**config.mk**
```make
export PLATFORM = sky130hd
export DESIGN_NAME = core_ctrl_top
export DESIGN_NICKNAME = d
export VERILOG_FILES = /design/src/common/core_ctrl_pkg.sv /design/src/rtl/core_ctrl_top.sv /design/src/writeback/wb_packer.sv /design/src/rtl/fm_buffer.sv /design/src/feed/fm_unpacker.sv /design/src/sequencer/layer_sequencer.sv /design/src/rtl/layer_shape_rom.sv
export VERILOG_INCLUDE_DIRS = /design/src /design/src/common
export SDC_FILE = /design/constraint.sdc
export NUM_CORES = 2
export LEC_CHECK = 0
export BUFFER_PORTS_ARGS = -buffer_cell sky130_fd_sc_hd__buf_4
export CORE_MARGIN = 2
export CORE_UTILIZATION = 35
export CTS_CLUSTER_SIZE = 25
export DETAILED_ROUTE_END_ITERATION = 10
export GPL_TIMING_DRIVEN = 0
export SLEW_MARGIN = 0
export SYNTH_ARGS = -nofsm -noshare
export SYNTH_HDL_FRONTEND = slang
export SYNTH_HIERARCHICAL = 1
export SYNTH_SLANG_ARGS = --single-unit
```
**constraint.sdc**
```tcl
create_clock -name clk -period 16.15 [get_ports clk]
set_input_delay 3.23 -clock clk [delete_from_list [all_inputs] [get_ports clk]]
set_output_delay 3.23 -clock clk [all_outputs]
set_load 0.01 [all_outputs]
```
**src/common/core_ctrl_defines.svh**
```systemverilog
// core control parameters
`ifndef CORE_CTRL_DEFINES_SVH
`define CORE_CTRL_DEFINES_SVH

// layers in one run of the core
`define CORE_NUM_LAYERS 5

// packing of the feature-map buffer
`define CORE_BYTES_PER_WORD 9
`define CORE_BYTE_W 8

// buffer geometry, two halves of eight words
`define CORE_FM_DEPTH 16
`define CORE_FM_ADDR_W 4

// layer index, zero means no layer
`define CORE_LAYER_W 3

// words read or written per layer
`define CORE_WORD_CNT_W 4

`endif
```
**src/common/core_ctrl_pkg.sv**
```systemverilog
// core control shared types
`default_nettype none

`include "core_ctrl_defines.svh"

package core_ctrl_pkg;

    // layer index, 1 to CORE_NUM_LAYERS while running
    typedef logic [`CORE_LAYER_W-1:0] layer_num_t;

    typedef logic [`CORE_WORD_CNT_W-1:0] word_cnt_t;

    typedef logic [`CORE_BYTE_W-1:0] fm_byte_t;

    // first byte of a word sits in the top lane
    typedef logic [`CORE_BYTES_PER_WORD*`CORE_BYTE_W-1:0] fm_word_t;

    // top bit picks the half
    typedef logic [`CORE_FM_ADDR_W-1:0] fm_addr_t;

    // states of the input and write-back machines
    typedef enum logic [2:0] {
        IDLE,
        START,
        PROCESS,
        LAYER_DONE,
        FINISH
    } layer_state_t;

endpackage

`default_nettype wire

```
**src/rtl/core_ctrl_top.sv**
```systemverilog
// convolution core control top
`timescale 1ns/1ps
`default_nettype none

module core_ctrl_top (
    input  logic                    clk,
    input  logic                    rst_n,
    input  logic                    core_valid,
    output logic                    core_ready,
    output logic                    core_finish,
    input  logic                    load_wr_en,
    input  core_ctrl_pkg::fm_addr_t load_addr,
    input  core_ctrl_pkg::fm_word_t load_din,
    input  core_ctrl_pkg::fm_addr_t dump_addr,
    output core_ctrl_pkg::fm_word_t dump_data,
    output logic                    act_valid,
    output core_ctrl_pkg::fm_byte_t act_data,
    input  logic                    act_ready,
    input  logic                    wb_valid,
    input  core_ctrl_pkg::fm_byte_t wb_data,
    output logic                    wb_ready
);
    import core_ctrl_pkg::*;

    layer_num_t in_layer;
    layer_num_t wb_layer;
    word_cnt_t  in_words;
    word_cnt_t  wb_words;
    logic       in_start;
    logic       wb_start;
    logic       in_done;
    logic       wb_done;
    logic       busy;
    logic       rd_en;
    fm_addr_t   rd_addr;
    fm_word_t   rd_data;
    logic       pk_wr_en;
    fm_addr_t   pk_addr;
    fm_word_t   pk_din;

    layer_sequencer u_seq (
        .clk         (clk),
        .rst_n       (rst_n),
        .core_valid  (core_valid),
        .core_ready  (core_ready),
        .core_finish (core_finish),
        .in_done     (in_done),
        .wb_done     (wb_done),
        .in_start    (in_start),
        .wb_start    (wb_start),
        .busy        (busy),
        .in_layer    (in_layer),
        .wb_layer    (wb_layer)
    );

    // input and write-back may be on different layers
    layer_shape_rom u_in_rom (
        .layer    (in_layer),
        .in_words (in_words),
        .wb_words ()
    );

    layer_shape_rom u_wb_rom (
        .layer    (wb_layer),
        .in_words (),
        .wb_words (wb_words)
    );

    fm_unpacker u_unpack (
        .clk       (clk),
        .rst_n     (rst_n),
        .in_start  (in_start),
        .in_layer  (in_layer),
        .in_words  (in_words),
        .rd_en     (rd_en),
        .rd_addr   (rd_addr),
        .rd_data   (rd_data),
        .act_valid (act_valid),
        .act_data  (act_data),
        .act_ready (act_ready),
        .in_done   (in_done)
    );

    fm_buffer u_buf (
        .clk        (clk),
        .busy       (busy),
        .load_wr_en (load_wr_en),
        .load_addr  (load_addr),
        .load_din   (load_din),
        .dump_addr  (dump_addr),
        .dump_data  (dump_data),
        .pk_wr_en   (pk_wr_en),
        .pk_addr    (pk_addr),
        .pk_din     (pk_din),
        .rd_en      (rd_en),
        .rd_addr    (rd_addr),
        .rd_data    (rd_data)
    );

    wb_packer u_pack (
        .clk      (clk),
        .rst_n    (rst_n),
        .wb_start (wb_start),
        .wb_layer (wb_layer),
        .wb_words (wb_words),
        .wb_valid (wb_valid),
        .wb_data  (wb_data),
        .wb_ready (wb_ready),
        .pk_wr_en (pk_wr_en),
        .pk_addr  (pk_addr),
        .pk_din   (pk_din),
        .wb_done  (wb_done)
    );

endmodule

`default_nettype wire

```
**src/writeback/wb_packer.sv**
```systemverilog
// result byte packer
`timescale 1ns/1ps
`default_nettype none

`include "core_ctrl_defines.svh"

module wb_packer (
    input  logic                      clk,
    input  logic                      rst_n,
    input  logic                      wb_start,
    input  core_ctrl_pkg::layer_num_t wb_layer,
    input  core_ctrl_pkg::word_cnt_t  wb_words,
    input  logic                      wb_valid,
    input  core_ctrl_pkg::fm_byte_t   wb_data,
    output logic                      wb_ready,
    output logic                      pk_wr_en,
    output core_ctrl_pkg::fm_addr_t   pk_addr,
    output core_ctrl_pkg::fm_word_t   pk_din,
    output logic                      wb_done
);
    import core_ctrl_pkg::*;

    localparam int         SHIFT_W   = (`CORE_BYTES_PER_WORD - 1) * `CORE_BYTE_W;
    localparam logic [3:0] BYTE_LAST = 4'(`CORE_BYTES_PER_WORD - 1);

    logic [SHIFT_W-1:0] shift_q;
    logic [3:0]         byte_cnt;
    word_cnt_t          word_idx;
    logic               active;
    logic               fire;
    logic               word_full;
    logic               last_word;

    assign wb_ready  = active;
    assign fire      = wb_valid && wb_ready;
    assign word_full = (byte_cnt == BYTE_LAST);
    assign last_word = (word_idx == wb_words - 1'b1);

    // ninth byte goes straight into the low lane of the written word
    assign pk_wr_en = fire && word_full;
    assign pk_din   = {shift_q, wb_data};

    // odd layers write half 1, even layers half 0
    assign pk_addr = {wb_layer[0], word_idx[`CORE_FM_ADDR_W-2:0]};

    always_ff @(posedge clk or negedge rst_n) begin
        if (!rst_n) begin
            active   <= 1'b0;
            byte_cnt <= '0;
            word_idx <= '0;
            wb_done  <= 1'b0;
        end else begin
            wb_done <= 1'b0;
            if (wb_start) begin
                active   <= 1'b1;
                byte_cnt <= '0;
                word_idx <= '0;
            end else if (fire) begin
                if (word_full) begin
                    byte_cnt <= '0;
                    word_idx <= word_idx + 1'b1;
                    if (last_word) begin
                        active  <= 1'b0;
                        wb_done <= 1'b1;
                    end
                end else begin
                    byte_cnt <= byte_cnt + 1'b1;
                end
            end
        end
    end

    // earlier bytes move toward the top
    always_ff @(posedge clk) begin
        if (fire) shift_q <= {shift_q[SHIFT_W-`CORE_BYTE_W-1:0], wb_data};
    end

    a_write_in_layer: assert property (@(posedge clk) disable iff (!rst_n)
        pk_wr_en |-> (wb_layer != '0) && (word_idx < wb_words))
        else $error("buffer write outside an active write-back layer");

endmodule

`default_nettype wire

```
**src/rtl/fm_buffer.sv**
```systemverilog
// feature-map buffer
`timescale 1ns/1ps
`default_nettype none

`include "core_ctrl_defines.svh"

module fm_buffer (
    input  logic                    clk,
    input  logic                    busy,
    input  logic                    load_wr_en,
    input  core_ctrl_pkg::fm_addr_t load_addr,
    input  core_ctrl_pkg::fm_word_t load_din,
    input  core_ctrl_pkg::fm_addr_t dump_addr,
    output core_ctrl_pkg::fm_word_t dump_data,
    input  logic                    pk_wr_en,
    input  core_ctrl_pkg::fm_addr_t pk_addr,
    input  core_ctrl_pkg::fm_word_t pk_din,
    input  logic                    rd_en,
    input  core_ctrl_pkg::fm_addr_t rd_addr,
    output core_ctrl_pkg::fm_word_t rd_data
);
    import core_ctrl_pkg::*;

    fm_word_t mem [0:`CORE_FM_DEPTH-1];
    fm_word_t rd_q;
    logic     wr_en_mux;
    fm_addr_t wr_addr_mux;
    fm_word_t wr_din_mux;
    logic     rd_en_mux;
    fm_addr_t rd_addr_mux;

    // host owns both ports while idle
    always_comb begin
        if (busy) begin
            wr_en_mux   = pk_wr_en;
            wr_addr_mux = pk_addr;
            wr_din_mux  = pk_din;
            rd_en_mux   = rd_en;
            rd_addr_mux = rd_addr;
        end else begin
            wr_en_mux   = load_wr_en;
            wr_addr_mux = load_addr;
            wr_din_mux  = load_din;
            rd_en_mux   = 1'b1;
            rd_addr_mux = dump_addr;
        end
    end

    always_ff @(posedge clk) begin
        if (wr_en_mux) mem[wr_addr_mux] <= wr_din_mux;
        if (rd_en_mux) rd_q <= mem[rd_addr_mux];
    end

    // one read register serves both dump and unpacker
    assign rd_data   = rd_q;
    assign dump_data = rd_q;

endmodule

`default_nettype wire

```
**src/feed/fm_unpacker.sv**
```systemverilog
// feature-map word unpacker
`timescale 1ns/1ps
`default_nettype none

`include "core_ctrl_defines.svh"

module fm_unpacker (
    input  logic                      clk,
    input  logic                      rst_n,
    input  logic                      in_start,
    input  core_ctrl_pkg::layer_num_t in_layer,
    input  core_ctrl_pkg::word_cnt_t  in_words,
    output logic                      rd_en,
    output core_ctrl_pkg::fm_addr_t   rd_addr,
    input  core_ctrl_pkg::fm_word_t   rd_data,
    output logic                      act_valid,
    output core_ctrl_pkg::fm_byte_t   act_data,
    input  logic                      act_ready,
    output logic                      in_done
);
    import core_ctrl_pkg::*;

    localparam logic [3:0] BYTE_LAST = 4'(`CORE_BYTES_PER_WORD - 1);

    fm_word_t   shift_q;
    logic [3:0] byte_cnt;
    word_cnt_t  word_idx;
    logic       fetch_q;
    logic       fire;
    logic       last_byte;

    assign fire      = act_valid && act_ready;
    assign last_byte = (byte_cnt == BYTE_LAST);

    // odd layers read half 0, even layers half 1
    assign rd_addr = {~in_layer[0], word_idx[`CORE_FM_ADDR_W-2:0]};

    assign act_data = shift_q[$bits(fm_word_t)-1 -: `CORE_BYTE_W];

    always_ff @(posedge clk or negedge rst_n) begin
        if (!rst_n) begin
            rd_en     <= 1'b0;
            fetch_q   <= 1'b0;
            act_valid <= 1'b0;
            byte_cnt  <= '0;
            word_idx  <= '0;
            in_done   <= 1'b0;
        end else begin
            rd_en   <= 1'b0;
            in_done <= 1'b0;
            fetch_q <= rd_en;
            if (in_start) begin
                word_idx <= '0;
                rd_en    <= 1'b1;
            end
            // buffer data arrives the cycle after the read
            if (fetch_q) begin
                act_valid <= 1'b1;
                byte_cnt  <= '0;
            end else if (fire) begin
                if (last_byte) begin
                    act_valid <= 1'b0;
                    byte_cnt  <= '0;
                    if (word_idx == in_words - 1'b1) begin
                        in_done <= 1'b1;
                    end else begin
                        word_idx <= word_idx + 1'b1;
                        rd_en    <= 1'b1;
                    end
                end else begin
                    byte_cnt <= byte_cnt + 1'b1;
                end
            end
        end
    end

    // msb first, shift left on every accepted byte
    always_ff @(posedge clk) begin
        if (fetch_q) shift_q <= rd_data;
        else if (fire) shift_q <= shift_q << `CORE_BYTE_W;
    end

    a_act_hold: assert property (@(posedge clk) disable iff (!rst_n)
        act_valid && !act_ready |=> act_valid && $stable(act_data))
        else $error("activation byte changed during a stall");

endmodule

`default_nettype wire

```
**src/sequencer/layer_sequencer.sv**
```systemverilog
// layer sequencer
`timescale 1ns/1ps
`default_nettype none

`include "core_ctrl_defines.svh"

module layer_sequencer (
    input  logic                      clk,
    input  logic                      rst_n,
    input  logic                      core_valid,
    output logic                      core_ready,
    output logic                      core_finish,
    input  logic                      in_done,
    input  logic                      wb_done,
    output logic                      in_start,
    output logic                      wb_start,
    output logic                      busy,
    output core_ctrl_pkg::layer_num_t in_layer,
    output core_ctrl_pkg::layer_num_t wb_layer
);
    import core_ctrl_pkg::*;

    layer_state_t in_state;
    layer_state_t in_state_nxt;
    layer_state_t wb_state;
    layer_state_t wb_state_nxt;
    logic         accept;
    logic         in_go;
    logic         wb_go;
    logic         in_last;
    logic         wb_last;
    logic         all_done;

    // same stepping for both machines
    function automatic layer_state_t step(layer_state_t cur, logic acc, logic go,
                                          logic done, logic last, logic fin);
        layer_state_t nxt;
        nxt = cur;
        case (cur)
            IDLE:       if (acc) nxt = START;
            START:      if (go) nxt = PROCESS;
            PROCESS: begin
                if (last) nxt = FINISH;
                else if (done) nxt = LAYER_DONE;
            end
            LAYER_DONE: nxt = START;
            FINISH:     if (fin) nxt = IDLE;
            default:    nxt = IDLE;
        endcase
        return nxt;
    endfunction

    assign accept = core_valid && core_ready;

    // input waits for the previous layer's write-back, write-back waits for input
    assign in_go = (in_state == START) && (wb_layer >= in_layer);
    assign wb_go = (wb_state == START) && (in_layer >= wb_layer);

    assign in_last = in_done && (in_layer == layer_num_t'(`CORE_NUM_LAYERS));
    assign wb_last = wb_done && (wb_layer == layer_num_t'(`CORE_NUM_LAYERS));

    // both sides must be through the last layer
    assign all_done = (in_state == FINISH || in_last) &&
                      (wb_state == FINISH || wb_last) && !core_finish;

    assign in_state_nxt = step(in_state, accept, in_go, in_done, in_last, core_finish);
    assign wb_state_nxt = step(wb_state, accept, wb_go, wb_done, wb_last, core_finish);

    assign busy = (in_state != IDLE) || (wb_state != IDLE);

    always_ff @(posedge clk or negedge rst_n) begin
        if (!rst_n) begin
            in_state <= IDLE;
            wb_state <= IDLE;
            in_start <= 1'b0;
            wb_start <= 1'b0;
        end else begin
            in_state <= in_state_nxt;
            wb_state <= wb_state_nxt;
            in_start <= in_go;
            wb_start <= wb_go;
        end
    end

    // layer counters step on each finished layer
    always_ff @(posedge clk or negedge rst_n) begin
        if (!rst_n) begin
            in_layer <= '0;
            wb_layer <= '0;
        end else if (accept) begin
            in_layer <= layer_num_t'(1);
            wb_layer <= layer_num_t'(1);
        end else if (core_finish) begin
            in_layer <= '0;
            wb_layer <= '0;
        end else begin
            if (in_done && !in_last) in_layer <= in_layer + 1'b1;
            if (wb_done && !wb_last) wb_layer <= wb_layer + 1'b1;
        end
    end

    // host handshake
    always_ff @(posedge clk or negedge rst_n) begin
        if (!rst_n) begin
            core_ready  <= 1'b1;
            core_finish <= 1'b0;
        end else begin
            core_finish <= all_done;
            if (accept) core_ready <= 1'b0;
            else if (core_finish) core_ready <= 1'b1;
        end
    end

    a_layer_gap: assert property (@(posedge clk) disable iff (!rst_n)
        (in_layer <= wb_layer + 1) && (wb_layer <= in_layer + 1))
        else $error("input and write-back layers drifted apart");

    a_ready_busy: assert property (@(posedge clk) disable iff (!rst_n)
        !(core_ready && busy))
        else $error("core_ready high while a layer is running");

endmodule

`default_nettype wire

```
**src/rtl/layer_shape_rom.sv**
```systemverilog
// layer shape table
`timescale 1ns/1ps
`default_nettype none

module layer_shape_rom (
    input  core_ctrl_pkg::layer_num_t layer,
    output core_ctrl_pkg::word_cnt_t  in_words,
    output core_ctrl_pkg::word_cnt_t  wb_words
);
    import core_ctrl_pkg::*;

    // each layer reads what the one before it wrote
    always_comb begin
        case (layer)
            3'd1: begin
                in_words = word_cnt_t'(4);
                wb_words = word_cnt_t'(6);
            end
            3'd2: begin
                in_words = word_cnt_t'(6);
                wb_words = word_cnt_t'(5);
            end
            3'd3: begin
                in_words = word_cnt_t'(5);
                wb_words = word_cnt_t'(3);
            end
            3'd4: begin
                in_words = word_cnt_t'(3);
                wb_words = word_cnt_t'(2);
            end
            3'd5: begin
                in_words = word_cnt_t'(2);
                wb_words = word_cnt_t'(2);
            end
            // no layer selected
            default: begin
                in_words = '0;
                wb_words = '0;
            end
        endcase
    end

endmodule

`default_nettype wire

```
==> flow_metrics.py <==
metrics = {
    "sta": {
        "finalHoldViolations": 0,
        "tns_ps": 0,
        "worst_pin_slew_ps": 1400,
        "setup_ws_ps": 10630,
        "slew_headroom_pct": 6.675,
        "rsz0062_at_grt": "false",
        "setup_viol": 0,
        "period_share_pct": 34.16,
        "clock.fmax_mhz": 181.3,
        "clock-skew-final_ps": 36.75,
        "min_period_ps": 5517,
        "drv_slew": 0,
    },
    "cts": {
        "cts_tree": "yes",
        "clk_pin_slew_ps": 60,
        "ctsHoldBuffers": 0,
        "cts_buffers": 145,
        "ctsResizeCount": 0,
        "clkSinkCount": 1398,
        "htree_levels": 4,
        "cts_setup_buffers": 0,
        "clkLatencyLatePin_ps": 770,
        "clk_root_buffer_cell": "clkbuf_16",
        "clock_path_buffers": 3,
    },
    "global_route": {
        "met3_usage_pct": 2.631,
        "top_usage_layer": "met2",
        "grt_max_degree": 70,
        "antenna_found_initial": 12,
        "grt_first_pass_wirelength_um": 208700,
        "grt_pass1_vias": 27950,
        "grt.total_usage_pct": 18.66,
        "global_route.usage.met1_pct": 25.28,
        "globalRouteOverflowTotal": 0,
        "use_met2_pct": 30.97,
    },
    "synthesis": {
        "syn_area_um2": 54650,
        "synth_cells": 2978,
        "avgSynthCellArea_um2": 18.35,
        "yosys_warnings": 6,
        "synth_nets": 3090,
    },
    "setup_path": {
        "path_buf_inv": 4,
        "path_common_cell": "mux2i_1",
        "crit_chain": "buf_4 > mux2i_1 > buf_6 > clkbuf_1 > buf_2 > mux2i_1 > o22ai_1 > or4_1",
        "arrival_ps": 5970,
        "max_stage_delay_ps": 730,
        "required_ps": 16600,
        "cp_max_fo": 10,
        "slowest_stage": "clkbuf_1",
        "cp-end-kind": "flip-flop",
        "timing_worst_setup_path_type": "in -> reg",
        "cpLargestDelayFamily": "buffers and inverters",
        "start_kind": "primary input",
    },
    "floorplanning": {
        "pin_count": 178,
        "die_area_um2": 159300,
        "die_x_um": 399.1,
        "rows": 145,
        "start_util_pct": 35.11,
        "core_um2": 155700,
        "die_y_um": 399.1,
    },
    "place": {
        "place_inst": 5269,
        "io_buffers": 177,
        "place_ws_ps": 9907,
        "dp_hpwl_um": 100900,
        "place.gp.congestion": 0.7671,
    },
    "hold_path": {
        "hp-class": "reg -> reg",
    },
    "cells_and_area": {
        "final_util_pct": 41.44,
        "nNetsFinal": 3470,
        "multi_input_area_um2": 11440,
        "fill_cells": 13770,
        "final_cells": 5523,
        "syn_to_final_growth_pct": 18.03,
        "seqCellArea_um2": 41790,
        "drive_above_1_share_pct": 22.92,
    },
    "route": {
        "via_per_inst": 5.228,
        "drc_errors": 0,
        "drtIter0Drc": 3279,
        "wl_um": 150800,
        "firstDrtPassIters": 6,
        "postRouteAntennaNets": 0,
        "wire_per_inst_um": 27.30,
        "vias": 28870,
    },
    "job": {
        "cap_violations": 0,
    },
    "power": {
        "p_clk_share_pct": 27.2,
        "powerDensity_nw_per_um2": 185.9,
        "seqPwrFrac_pct": 42.7,
        "ir_drop_uv": 142.8,
        "p_switching_uw": 3917,
        "p_sw_share_pct": 32.65,
        "pwr-share-comb_pct": 30.1,
        "p_int_uw": 8077,
        "p_leak_uw": 0.02429,
    },
    "run_status": {
        "status": "complete, no violations",
    },
}
## flip-flops by register name (all words and copies together) (netlist names), 3 cells and up
| register | flops |
|---|---|
| u_unpack/byte_cnt | 4 |
| u_pack/byte_cnt | 4 |
| u_seq/in_state | 3 |
| u_buf/mem | 1152 |
| u_unpack/word_idx | 4 |
| u_seq/wb_state | 3 |
| u_unpack/shift_q | 72 |
| u_seq/in_layer | 3 |
| u_pack/shift_q | 64 |
| u_buf/dump_data | 72 |
| u_pack/word_idx | 4 |
| u_seq/wb_layer | 3 |
## power by group through the flow
stage / sequential (µW) / clock, µW / combinational (µW)
after floorplan: 5070 / 0 / 2200
after detailed placement: 5200 / 0 / 3630
after CTS: 5120 / 3310 / 3630
final: 5120 / 3260 / 3610
after global routing: 5140 / 3450 / 3820
after global placement: 5260 / 0 / 3490
## layout make-up
cell class                 instances  share of cell area [%]
antenna                            1                0.003880
buffer                           241                   2.215
clock buffer                     181                   5.899
clock inverter                    72                   1.253
inverter                          31                  0.1843
multi-input combinational       1308                   17.73
sequential                      1398                   64.79
tap                             2058                   3.992
timing repair buffer             233                   3.926
## worst paths after layout
kind	end	depth (start not counted)	slack, ps	from
hold reg to reg	u_unpack/fetch_q$_DFF_PN0_	0	380	u_unpack/rd_en$_DFF_PN0_
setup / recovery	u_buf/dump_data[71]$_DFFE_PP_	8	10630	dump_addr[1]
max in group asynchronous	u_unpack/byte_cnt[2]$_DFFE_PN0P_	1	13330	rst_n
hold / removal	u_unpack/fetch_q$_DFF_PN0_	0	380	u_unpack/rd_en$_DFF_PN0_
setup reg to reg	u_buf/mem[3][46]$_DFFE_PP_	13	11250	u_seq/wb_state[0]$_DFFE_PN0P_
min in group asynchronous	u_pack/byte_cnt[1]$_DFFE_PN0P_	1	2440	rst_n
## layer usage
metal  vias up  routed length [µm]
met4         0                4356
met2      1185               73080
li1      12610                   -
met1     14850               62800
met3       225               10520
met5         -                   0
## layout by cell type, fill, tap and decap left out, types with 12 or more instances in the layout
cell / n
clkbuf_1: 83
nor3_1: 12
buf_2: 74
edfxtp_1: 1360
or4_1: 72
nand2_1: 22
o22ai_1: 290
ha_1: 18
buf_4: 280
mux2i_1: 580
nor2_4: 17
mux2_2: 138
clkbuf_16: 146
buf_12: 45
inv_1: 30
dfrtp_1: 37
bufinv_16: 12
nor2_1: 27
clkinv_1: 26
clkinv_2: 18
## through the flow
| step | cell area, µm² | hold slack, ps | power [µW] |
|---|---|---|---|
| final | 64500 | 383.4 | 11990 |
| after global routing | 64500 | 394.0 | 12420 |
| after CTS | 64500 | 388.3 | 12070 |
| after detailed placement | 59880 | 383.7 | 8821 |
| after global placement | 58550 | 358.1 | 8750 |
| after floorplan | 54650 | 345.6 | 7266 |
No activity file was read; power rests on OpenSTA's default activity.
